<file path="config.mk">
export PLATFORM = sky130hd
export DESIGN_NAME = spi_master_top
export DESIGN_NICKNAME = d
export VERILOG_FILES = /design/src/spi_pkg.sv /design/src/spi_master_top.sv /design/src/spi_shift_engine.sv /design/src/spi_regs.sv /design/src/spi_fifo.sv
export SDC_FILE = /design/constraint.sdc
export NUM_CORES = 2
export LEC_CHECK = 0
export BUFFER_PORTS_ARGS = -buffer_cell sky130_fd_sc_hd__buf_2
export CORE_MARGIN = 10
export CORE_UTILIZATION = 30
export DETAILED_ROUTE_END_ITERATION = 6
export PLACE_DENSITY = 0.55
export SLEW_MARGIN = 20
export SYNTH_ARGS = -nofsm -noshare
export SYNTH_HDL_FRONTEND = slang
export SYNTH_SLANG_ARGS = --single-unit
</file>
<file path="constraint.sdc">
create_clock -name clk -period 10.9 [get_ports clk]
set_input_delay 1.635 -clock clk [delete_from_list [all_inputs] [get_ports clk]]
set_output_delay 1.635 -clock clk [all_outputs]
set_load 0.02 [all_outputs]
</file>
<file path="src/spi_pkg.sv">
/* Shared widths, register map, control and status bit positions for the SPI master.
   Imported by every design module and by the testbench. */
package spi_pkg;

    // Bus and field widths
    localparam int DATA_W     = 32;
    localparam int PRESCALE_W = 16;
    localparam int WIDTH_W    = 8;
    localparam int ADDR_W     = 8;

    // Register byte addresses
    typedef enum logic [ADDR_W-1:0] {
        ADDR_ID     = 8'h00,
        ADDR_CTRL   = 8'h20,
        ADDR_STATUS = 8'h28,
        ADDR_SS     = 8'h2C,
        ADDR_TXDATA = 8'h30,
        ADDR_RXDATA = 8'h34
    } reg_addr_e;

    // Fixed identification word
    localparam logic [DATA_W-1:0] SPI_ID = 32'h294E_C100;

    // Control register bits
    localparam int CTRL_LOOP      = 0;
    localparam int CTRL_SPE       = 1;
    localparam int CTRL_CPHA      = 2;
    localparam int CTRL_CPOL      = 3;
    localparam int CTRL_LSB_FIRST = 4;
    localparam int CTRL_MSSA      = 5;
    localparam int CTRL_FLUSH     = 6;
    // Low bit of word width and prescale fields
    localparam int CTRL_WIDTH_LO  = 8;
    localparam int CTRL_PRESC_LO  = 16;

    // Status register bits
    localparam int STAT_RX_EMPTY = 0;
    localparam int STAT_RX_FULL  = 1;
    localparam int STAT_TX_EMPTY = 2;
    localparam int STAT_TX_FULL  = 3;

    // Values after reset
    localparam logic [PRESCALE_W-1:0] DEF_PRESCALE   = 16'd4;
    localparam logic [WIDTH_W-1:0]    DEF_WORD_WIDTH = 8'd8;
    localparam logic                  DEF_MSSA       = 1'b1;

    // Serial engine states
    typedef enum logic [1:0] {
        ST_IDLE,
        ST_LEAD,
        ST_TRAIL,
        ST_DONE
    } eng_state_e;

endpackage
</file>
<file path="src/spi_master_top.sv">
/* SPI master top level with a simple strobe register port.
   Joins the register block, the transmit and receive FIFOs and the serial engine. */
`timescale 1ns/1ps

module spi_master_top #(
    parameter int NUM_SS     = 1,
    parameter int FIFO_DEPTH = 16
) (
    input  logic                       clk,
    input  logic                       reset_i,
    input  spi_pkg::reg_addr_e         addr_i,
    input  logic                       wr_i,
    input  logic [spi_pkg::DATA_W-1:0] wdata_i,
    input  logic                       rd_i,
    input  logic                       miso_i,
    output logic [spi_pkg::DATA_W-1:0] rdata_o,
    output logic                       rvalid_o,
    output logic                       sclk_o,
    output logic                       mosi_o,
    output logic [NUM_SS-1:0]          ncs_o
);
    import spi_pkg::*;

    // FIFO paths
    logic [DATA_W-1:0] tx_data;
    logic [DATA_W-1:0] tx_head;
    logic [DATA_W-1:0] rx_data;
    logic [DATA_W-1:0] rx_head;
    logic tx_push, tx_pop, tx_empty, tx_full;
    logic rx_push, rx_pop, rx_empty, rx_full;
    logic flush;
    logic busy;

    // Engine configuration
    logic enable, cpol, cpha, lsb_first, loop;
    logic [PRESCALE_W-1:0] prescale;
    logic [WIDTH_W-1:0]    word_width;

    spi_regs #(
        .NUM_SS (NUM_SS)
    ) u_regs (
        .clk          (clk),
        .reset_i      (reset_i),
        .addr_i       (addr_i),
        .wr_i         (wr_i),
        .wdata_i      (wdata_i),
        .rd_i         (rd_i),
        .tx_empty_i   (tx_empty),
        .tx_full_i    (tx_full),
        .rx_empty_i   (rx_empty),
        .rx_full_i    (rx_full),
        .rx_head_i    (rx_head),
        .busy_i       (busy),
        .rdata_o      (rdata_o),
        .rvalid_o     (rvalid_o),
        .tx_push_o    (tx_push),
        .tx_data_o    (tx_data),
        .rx_pop_o     (rx_pop),
        .flush_o      (flush),
        .enable_o     (enable),
        .cpol_o       (cpol),
        .cpha_o       (cpha),
        .lsb_first_o  (lsb_first),
        .loop_o       (loop),
        .prescale_o   (prescale),
        .word_width_o (word_width),
        .ncs_o        (ncs_o)
    );

    spi_fifo #(.DEPTH(FIFO_DEPTH)) tx_fifo (
        .clk(clk), .reset_i(reset_i), .flush_i(flush),
        .push_i(tx_push), .push_data_i(tx_data), .pop_i(tx_pop),
        .head_o(tx_head), .empty_o(tx_empty), .full_o(tx_full)
    );

    spi_fifo #(.DEPTH(FIFO_DEPTH)) rx_fifo (
        .clk(clk), .reset_i(reset_i), .flush_i(flush),
        .push_i(rx_push), .push_data_i(rx_data), .pop_i(rx_pop),
        .head_o(rx_head), .empty_o(rx_empty), .full_o(rx_full)
    );

    // Engine gates SCLK and MOSI itself when disabled
    spi_shift_engine u_engine (
        .clk          (clk),
        .reset_i      (reset_i),
        .flush_i      (flush),
        .enable_i     (enable),
        .cpol_i       (cpol),
        .cpha_i       (cpha),
        .lsb_first_i  (lsb_first),
        .loop_i       (loop),
        .prescale_i   (prescale),
        .word_width_i (word_width),
        .tx_data_i    (tx_head),
        .tx_empty_i   (tx_empty),
        .miso_i       (miso_i),
        .tx_pop_o     (tx_pop),
        .rx_push_o    (rx_push),
        .rx_data_o    (rx_data),
        .busy_o       (busy),
        .sclk_o       (sclk_o),
        .mosi_o       (mosi_o)
    );

endmodule

</file>
<file path="src/spi_shift_engine.sv">
/* SPI serial engine for all four modes: pops transmit words, drives SCLK and MOSI,
   samples MISO and pushes each received word right-aligned. */
`timescale 1ns/1ps

module spi_shift_engine (
    input  logic                           clk,
    input  logic                           reset_i,
    input  logic                           flush_i,
    input  logic                           enable_i,
    input  logic                           cpol_i,
    input  logic                           cpha_i,
    input  logic                           lsb_first_i,
    input  logic                           loop_i,
    input  logic [spi_pkg::PRESCALE_W-1:0] prescale_i,
    input  logic [spi_pkg::WIDTH_W-1:0]    word_width_i,
    input  logic [spi_pkg::DATA_W-1:0]     tx_data_i,
    input  logic                           tx_empty_i,
    input  logic                           miso_i,
    output logic                           tx_pop_o,
    output logic                           rx_push_o,
    output logic [spi_pkg::DATA_W-1:0]     rx_data_o,
    output logic                           busy_o,
    output logic                           sclk_o,
    output logic                           mosi_o
);
    import spi_pkg::*;

    localparam int CNT_W = $clog2(DATA_W) + 1;

    eng_state_e          state;
    logic [PRESCALE_W-1:0] presc_cnt;
    logic [PRESCALE_W-1:0] half_last;
    logic [CNT_W-1:0]    bit_cnt;
    logic [CNT_W-1:0]    width_eff;
    logic [CNT_W-1:0]    pad;
    logic [DATA_W-1:0]   tx_shift;
    logic [DATA_W-1:0]   rx_shift;
    logic [DATA_W-1:0]   rx_next;
    logic [DATA_W-1:0]   load_word;
    logic                mosi_q;
    logic                sample_in;
    logic                start;
    logic                half_done;
    logic                last_bit;

    // Current output bit of a shift word
    function automatic logic out_bit(input logic [DATA_W-1:0] v, input logic lsb);
        return lsb ? v[0] : v[DATA_W-1];
    endfunction

    function automatic logic [DATA_W-1:0] advance(input logic [DATA_W-1:0] v, input logic lsb);
        return lsb ? (v >> 1) : (v << 1);
    endfunction

    // Width clamped to 1..DATA_W
    always_comb begin
        if (word_width_i == '0)
            width_eff = CNT_W'(1);
        else if (word_width_i > WIDTH_W'(DATA_W))
            width_eff = CNT_W'(DATA_W);
        else
            width_eff = word_width_i[CNT_W-1:0];
    end

    assign pad       = CNT_W'(DATA_W) - width_eff;
    // MSB-first words moved up so the first bit sits at the top
    assign load_word = lsb_first_i ? tx_data_i : (tx_data_i << pad);
    // Prescale of 0 acts as 1
    assign half_last = (prescale_i == '0) ? '0 : prescale_i - 1'b1;
    assign half_done = (presc_cnt == half_last);
    assign last_bit  = (bit_cnt == width_eff - 1'b1);

    assign start     = (state == ST_IDLE) && enable_i && !tx_empty_i && !flush_i;
    assign tx_pop_o  = start;
    assign busy_o    = (state != ST_IDLE);
    assign rx_push_o = (state == ST_DONE);

    // Loopback samples our own MOSI
    assign sample_in = loop_i ? mosi_q : miso_i;
    assign rx_next   = lsb_first_i ? {sample_in, rx_shift[DATA_W-1:1]}
                                   : {rx_shift[DATA_W-2:0], sample_in};
    assign rx_data_o = lsb_first_i ? (rx_shift >> pad) : rx_shift;

    // SCLK leaves idle level only in the second half-period
    assign sclk_o = enable_i && (cpol_i ^ (state == ST_TRAIL));
    assign mosi_o = enable_i && mosi_q;

    always_ff @(posedge clk) begin
        if (reset_i) begin
            state     <= ST_IDLE;
            presc_cnt <= '0;
            bit_cnt   <= '0;
            mosi_q    <= 1'b0;
        end else if (flush_i || !enable_i) begin
            state <= ST_IDLE;
        end else begin
            case (state)
                ST_IDLE: begin
                    if (start) begin
                        presc_cnt <= '0;
                        bit_cnt   <= '0;
                        state     <= ST_LEAD;
                        // CPHA 0 puts the first bit out before the leading edge
                        if (!cpha_i)
                            mosi_q <= out_bit(load_word, lsb_first_i);
                    end
                end
                ST_LEAD: begin
                    if (half_done) begin
                        presc_cnt <= '0;
                        state     <= ST_TRAIL;
                        if (cpha_i)
                            mosi_q <= out_bit(tx_shift, lsb_first_i);
                    end else begin
                        presc_cnt <= presc_cnt + 1'b1;
                    end
                end
                ST_TRAIL: begin
                    if (half_done) begin
                        presc_cnt <= '0;
                        bit_cnt   <= bit_cnt + 1'b1;
                        if (last_bit) begin
                            state <= ST_DONE;
                        end else begin
                            state <= ST_LEAD;
                            if (!cpha_i)
                                mosi_q <= out_bit(tx_shift, lsb_first_i);
                        end
                    end else begin
                        presc_cnt <= presc_cnt + 1'b1;
                    end
                end
                // Word pushed this cycle
                ST_DONE: state <= ST_IDLE;
                default: state <= ST_IDLE;
            endcase
        end
    end

    // Shift registers
    always_ff @(posedge clk) begin
        if (start) begin
            rx_shift <= '0;
            tx_shift <= cpha_i ? load_word : advance(load_word, lsb_first_i);
        end
        if (state == ST_LEAD && half_done) begin
            // Leading edge shifts for CPHA 1, samples for CPHA 0
            if (cpha_i)
                tx_shift <= advance(tx_shift, lsb_first_i);
            else
                rx_shift <= rx_next;
        end
        if (state == ST_TRAIL && half_done) begin
            if (cpha_i)
                rx_shift <= rx_next;
            else
                tx_shift <= advance(tx_shift, lsb_first_i);
        end
    end

endmodule

</file>
<file path="src/spi_regs.sv">
/* Register block of the SPI master: host strobes, control and slave-select state,
   status word and chip-select generation. */
`timescale 1ns/1ps

module spi_regs #(
    parameter int NUM_SS = 1
) (
    input  logic                           clk,
    input  logic                           reset_i,
    input  spi_pkg::reg_addr_e             addr_i,
    input  logic                           wr_i,
    input  logic [spi_pkg::DATA_W-1:0]     wdata_i,
    input  logic                           rd_i,
    input  logic                           tx_empty_i,
    input  logic                           tx_full_i,
    input  logic                           rx_empty_i,
    input  logic                           rx_full_i,
    input  logic [spi_pkg::DATA_W-1:0]     rx_head_i,
    input  logic                           busy_i,
    output logic [spi_pkg::DATA_W-1:0]     rdata_o,
    output logic                           rvalid_o,
    output logic                           tx_push_o,
    output logic [spi_pkg::DATA_W-1:0]     tx_data_o,
    output logic                           rx_pop_o,
    output logic                           flush_o,
    output logic                           enable_o,
    output logic                           cpol_o,
    output logic                           cpha_o,
    output logic                           lsb_first_o,
    output logic                           loop_o,
    output logic [spi_pkg::PRESCALE_W-1:0] prescale_o,
    output logic [spi_pkg::WIDTH_W-1:0]    word_width_o,
    output logic [NUM_SS-1:0]              ncs_o
);
    import spi_pkg::*;

    logic              mssa_q;
    logic [DATA_W-1:0] ss_q;
    logic [DATA_W-1:0] ctrl_word;
    logic [DATA_W-1:0] status_word;
    logic [DATA_W-1:0] rd_word;

    // Strobes straight from the host port
    assign flush_o   = wr_i && (addr_i == ADDR_CTRL);
    assign tx_push_o = wr_i && (addr_i == ADDR_TXDATA);
    assign tx_data_o = wdata_i;
    // Empty case filtered by the FIFO
    assign rx_pop_o  = rd_i && (addr_i == ADDR_RXDATA);

    // Control and slave-select registers
    always_ff @(posedge clk) begin
        if (reset_i) begin
            enable_o     <= 1'b0;
            cpol_o       <= 1'b0;
            cpha_o       <= 1'b0;
            lsb_first_o  <= 1'b0;
            loop_o       <= 1'b0;
            mssa_q       <= DEF_MSSA;
            prescale_o   <= DEF_PRESCALE;
            word_width_o <= DEF_WORD_WIDTH;
            ss_q         <= '1;
        end else if (wr_i) begin
            case (addr_i)
                ADDR_CTRL: begin
                    // Flush request leaves the fields untouched
                    if (!wdata_i[CTRL_FLUSH]) begin
                        enable_o     <= wdata_i[CTRL_SPE];
                        cpol_o       <= wdata_i[CTRL_CPOL];
                        cpha_o       <= wdata_i[CTRL_CPHA];
                        lsb_first_o  <= wdata_i[CTRL_LSB_FIRST];
                        loop_o       <= wdata_i[CTRL_LOOP];
                        mssa_q       <= wdata_i[CTRL_MSSA];
                        prescale_o   <= wdata_i[CTRL_PRESC_LO +: PRESCALE_W];
                        word_width_o <= wdata_i[CTRL_WIDTH_LO +: WIDTH_W];
                    end
                end
                ADDR_SS: ss_q <= wdata_i;
                default: ;
            endcase
        end
    end

    always_comb begin
        ctrl_word = '0;
        ctrl_word[CTRL_PRESC_LO +: PRESCALE_W] = prescale_o;
        ctrl_word[CTRL_WIDTH_LO +: WIDTH_W]    = word_width_o;
        ctrl_word[CTRL_MSSA]      = mssa_q;
        ctrl_word[CTRL_LSB_FIRST] = lsb_first_o;
        ctrl_word[CTRL_CPOL]      = cpol_o;
        ctrl_word[CTRL_CPHA]      = cpha_o;
        ctrl_word[CTRL_SPE]       = enable_o;
        ctrl_word[CTRL_LOOP]      = loop_o;

        status_word = '0;
        status_word[STAT_TX_FULL]  = tx_full_i;
        status_word[STAT_TX_EMPTY] = tx_empty_i;
        status_word[STAT_RX_FULL]  = rx_full_i;
        status_word[STAT_RX_EMPTY] = rx_empty_i;

        // Unmapped and write-only addresses read as zero
        case (addr_i)
            ADDR_ID:     rd_word = SPI_ID;
            ADDR_CTRL:   rd_word = ctrl_word;
            ADDR_STATUS: rd_word = status_word;
            ADDR_SS:     rd_word = ss_q;
            ADDR_RXDATA: rd_word = rx_empty_i ? '0 : rx_head_i;
            default:     rd_word = '0;
        endcase
    end

    // Read response one cycle after the strobe
    always_ff @(posedge clk) begin
        if (reset_i)
            rvalid_o <= 1'b0;
        else
            rvalid_o <= rd_i;
    end

    always_ff @(posedge clk) begin
        if (rd_i)
            rdata_o <= rd_word;
    end

    // Highest zero bit wins, later loop passes override earlier ones
    always_comb begin
        ncs_o = '1;
        for (int i = 0; i < NUM_SS; i++) begin
            if (!ss_q[i]) begin
                ncs_o    = '1;
                ncs_o[i] = !(enable_o && (mssa_q || busy_i));
            end
        end
    end

endmodule

</file>
<file path="src/spi_fifo.sv">
/* First-word-fall-through FIFO with synchronous flush.
   Instantiated twice by the top level, for transmit and receive words. */
`timescale 1ns/1ps

module spi_fifo #(
    parameter int DEPTH = 4
) (
    input  logic                       clk,
    input  logic                       reset_i,
    input  logic                       flush_i,
    input  logic                       push_i,
    input  logic [spi_pkg::DATA_W-1:0] push_data_i,
    input  logic                       pop_i,
    output logic [spi_pkg::DATA_W-1:0] head_o,
    output logic                       empty_o,
    output logic                       full_o
);
    import spi_pkg::*;

    localparam int AW = $clog2(DEPTH);

    logic [DATA_W-1:0] mem [DEPTH];
    // Extra top bit separates full from empty
    logic [AW:0] wr_ptr;
    logic [AW:0] rd_ptr;
    logic        do_push;
    logic        do_pop;

    assign empty_o = (wr_ptr == rd_ptr);
    assign full_o  = (wr_ptr[AW] != rd_ptr[AW]) && (wr_ptr[AW-1:0] == rd_ptr[AW-1:0]);
    // Head always shown, valid when not empty
    assign head_o  = mem[rd_ptr[AW-1:0]];

    // Overflow and underflow requests dropped here
    assign do_push = push_i && !full_o && !flush_i;
    assign do_pop  = pop_i && !empty_o && !flush_i;

    always_ff @(posedge clk) begin
        if (reset_i || flush_i) begin
            wr_ptr <= '0;
            rd_ptr <= '0;
        end else begin
            if (do_push)
                wr_ptr <= wr_ptr + 1'b1;
            if (do_pop)
                rd_ptr <= rd_ptr + 1'b1;
        end
    end

    // Storage array
    always_ff @(posedge clk) begin
        if (do_push)
            mem[wr_ptr[AW-1:0]] <= push_data_i;
    end

endmodule

</file>
==> impl_results.md <==
* Post-DP HPWL at approximately 100000 um
* Gpl congestion at 0.955
* Most frequent cell after synthesis: edfxtp_1
* Register area at 0.0353 sq mm
* Final Hold Vio Count at 0
* Synth top area cells: edfxtp_1 58%, mux4_2 12%, dfxtp_1 6.6%, mux2i_1 3.8%, nand2_1 2.2%
* Adder-cell share of the synthesized area at less than 1%
* Hold wc startpoint: u_regs.ss_q[21]
* Placed cell count at 5928
* Startpoint Class: flip-flop
* Synth top cells by count: 1056 x edfxtp_1, 314 x nand2_1, 285 x mux4_2, 210 x mux2i_1, 208 x nor2_1
* Max VDD drop at 124 uV
* Final cell count without fillers at 6158
* Aggregate global routing overflow at 0
* Simple-gate share of the synthesized area at ~7.8%
* Post-synthesis net count at 3706
* Number of global-route vias before repair at between 30000 and 40000
* Synth Warn # at 0
* Antenna Violating Nets Remaining at 0
* First-pass GRT wire length at 235000 um
* Core Area at 0.181 sq mm
* F_max at 189 MHz
* Reg2Reg Launch Point: u_regs.word_width_o[5]
* Slew Limit Headroom at 22.5%
* Run status: finished, final reports clean
* Width of the die at 447 um
* Worst R2R Setup Slack at ~5600 ps
* Drt wl/cell at 26.0 um
* Postcts setup bufs at 0
* DRC Markers at 0
* Fin Setup TNS at 0 ps
* Maximum fanout along the worst path at 39
* Mean Syn Cell Area at 15.0 sq um
* Largest area contributor in the netlist: edfxtp_1
* Post-CTS Resized at 0
* Multi-input logic area at around 0.019 sq mm
* Clock-pin transition on the worst setup and hold timing paths at 70 ps
* Num CTS Buffers at 119
* Post-synth top flop: edfxtp_1
* Worst hold path class: flip-flop to flip-flop
* Initial antenna violation count at 14
* Hold buffer count at CTS at 0
* Sequential element share of the synthesized area at 64.5%
* Worst Setup End Kind: flip-flop
* Mux contribution to synthesized area at 17.2%
* Clk_lat worst skew at 770 ps
* Count of input and output buffers at 80
* Reg2reg path depth at 13
* Worst hold stages at 2
* Vias per std cell at 5.38
* DIE HEIGHT at 447 um
* RSZ-0062 raised after global routing: no
* Worst R2R End: u_engine.tx_shift[25]
* Final WL at 160000 um
* Power Density at 153 mW/mm^2
* TritonRoute pass-1 iters at 6
* Fin nets at 3742
* Critical path type: flip-flop to flip-flop
* Synthesized area at 0.0548 sq mm
* Via count at 33100
* Final setup violation count at 0
* Fin crit period at 5300 ps
* Main combinational cell family by area after synthesis: multiplexers
* # H-tree levels at 3
* Layout area overhead at 13.7%
* CTS tree: built
* Synth Area in Compound Gates at 7.06%
* Yosys reg bits at 1236
* Top cell type's share of synthesized area at between 50 and 60%
* Post-synth EDFFs at between 1000 and 1500
* Max-Cap Viols at 0
* Ports at 81
* Worst EP arrival at 5990 ps
* CP max-delay cell: a2111oi_0
* Fin. max-slew vios at 0
* Initial DRC count at 3399
* Req. time, crit path at around 12000 ps
* FFs w/ async S/R, synth at 0%
* Worst Skew at 21.5 ps
* CP peak stage delay at 960 ps
* Root Buffer: clkbuf_16
* Share of layout cells above drive strength 1 at 21.7%
* PnR Total Power at 9.55 mW
* CP Cell Sequence: nor3_1, o21a_2, inv_2, ha_1, xnor2_2, buf_4, mux4_2, nor2_1, a31o_2, o221a_2, a2111oi_0, o211ai_1, o2111ai_1
* FILL cells at ~17000
* Initial core utilization at 30.2%
* Cell Rows at 156
* Period utilization at 48.6%
* Largest net degree at the start of global routing at 161
* Hold Path End: u_regs.ss_q[21]
* Netlist cell types at 94
* Synth Area in XOR/XNOR at 0.964%
* Worst Tran Pin Value at around 1200 ps
* Mapped Cells at about 3600
* GRT Total Usage at approximately 16%
* Max Buffers Root-to-Sink at 3
* CTS sink cnt at between 1000 and 1500
* Leak at 18.2 nW
* Die ar. at 0.200 sq mm
-- per-layer routing --
metal  part of all wire [%]  global-route usage (%)
met1                     43                    20.9
met2                     48                    25.9
met3                    5.2                    2.01
met4                    4.2                    6.60
met5                  0.015                       0
-- how the worst max path moves through the flow --
stage                            from                     to  slack (ps)  depth (start not counted)
5_1_grt                     flip-flop  u_engine.tx_shift[24]        5260                         11
4_1_cts                     flip-flop  u_engine.tx_shift[28]        5670                         11
6_report       u_regs.word_width_o[5]  u_engine.tx_shift[25]        5600                         13
3_3_place_gp                flip-flop  u_engine.tx_shift[25]        5650                         11
3_5_place_dp                flip-flop  u_engine.tx_shift[28]        5670                         11
2_1_floorplan               addr_i[7]      tx_fifo.mem[3][0]        5480                          7
-- through the flow --
| stage | cell area, sq um | utilization, % | worst slack (ps) | hold WS, ps |
|---|---|---|---|---|
| 4_1_cts | 62200 | 34.4 | 5670 | 473 |
| 6_report | 62300 | 34.4 | 5600 | 471 |
| 3_5_place_dp | 58100 | 32.1 | 5670 | 456 |
| 3_3_place_gp | 58100 | 32.1 | 5650 | 456 |
| 2_1_floorplan | 54800 | - | 5480 | 440 |
| 5_1_grt | 62300 | 34.4 | 5260 | 488 |
-- placed cells by master, fill, tap and decap left out, drive strengths merged, types with 21 or more instances in the layout --
cell type,n
clkbuf,143
mux2i,210
nor3,46
dfxtp,180
mux4,286
edfxtp,1056
xor2,27
nand2,314
nor2b,43
and2,23
inv,43
o211ai,39
mux2,78
xnor2,28
nand4,36
buf,172
a21oi,131
o21ai,94
a211oi,55
nor2,208
clkinv,46
nand3,125
a31oi,21
-- cell type report --
| class | instances | area share (%) |
|---|---|---|
| antenna | 6 | 0.0241 |
| clock buffer | 143 | 5.09 |
| clock inverter | 81 | 1.53 |
| inverter | 34 | 0.205 |
| multi-input combinational | 2116 | 29.9 |
| sequential | 1236 | 56.7 |
| tap | 2370 | 4.76 |
| timing repair buffer | 172 | 1.77 |
-- critical path, delay by kind of cell (launching register included) --
kind	cells	cell delay, ps
AO/OA/AOI/OAI	6	2070
XOR/XNOR	1	440
adder cells (fa/ha/maj)	1	450
buffers and inverters	2	810
flip-flops	1	370
multiplexers	1	350
AND/OR/NAND/NOR	2	680
-- registers in the layout (all words and copies together), names as in the netlist, 8 cells and up, named ones only --
name	cells
rx_fifo.mem	512
tx_fifo.mem	512
u_engine.rx_shift	32
u_engine.tx_shift	32
u_regs.rdata_o	32
u_regs.ss_q	32
u_engine.presc_cnt	16
u_regs.prescale_o	16
u_regs.word_width_o	8
-- where the power goes --
| part | internal (mW) | total (mW) | switching [mW] |
|---|---|---|---|
| clock network | 2.49 | 4.35 | 1.86 |
| logic | 0.0168 | 0.0959 | 0.0791 |
| registers | 5.10 | 5.10 | 0.00635 |
| total | 7.61 | 9.55 | 1.94 |
-- cell families (layout without fill, tap and decap cells) --
kind of cell    after synthesis  count (layout)
compound gates              559             559
xor+xnor                     57              57
fa+ha+maj                    18              18
buf+inv                     291             430
flops                      1236            1236
mux                         574             574
other cells                   0               6
simple gates                908             908
Note: power is estimated with default switching activity, not from simulation.
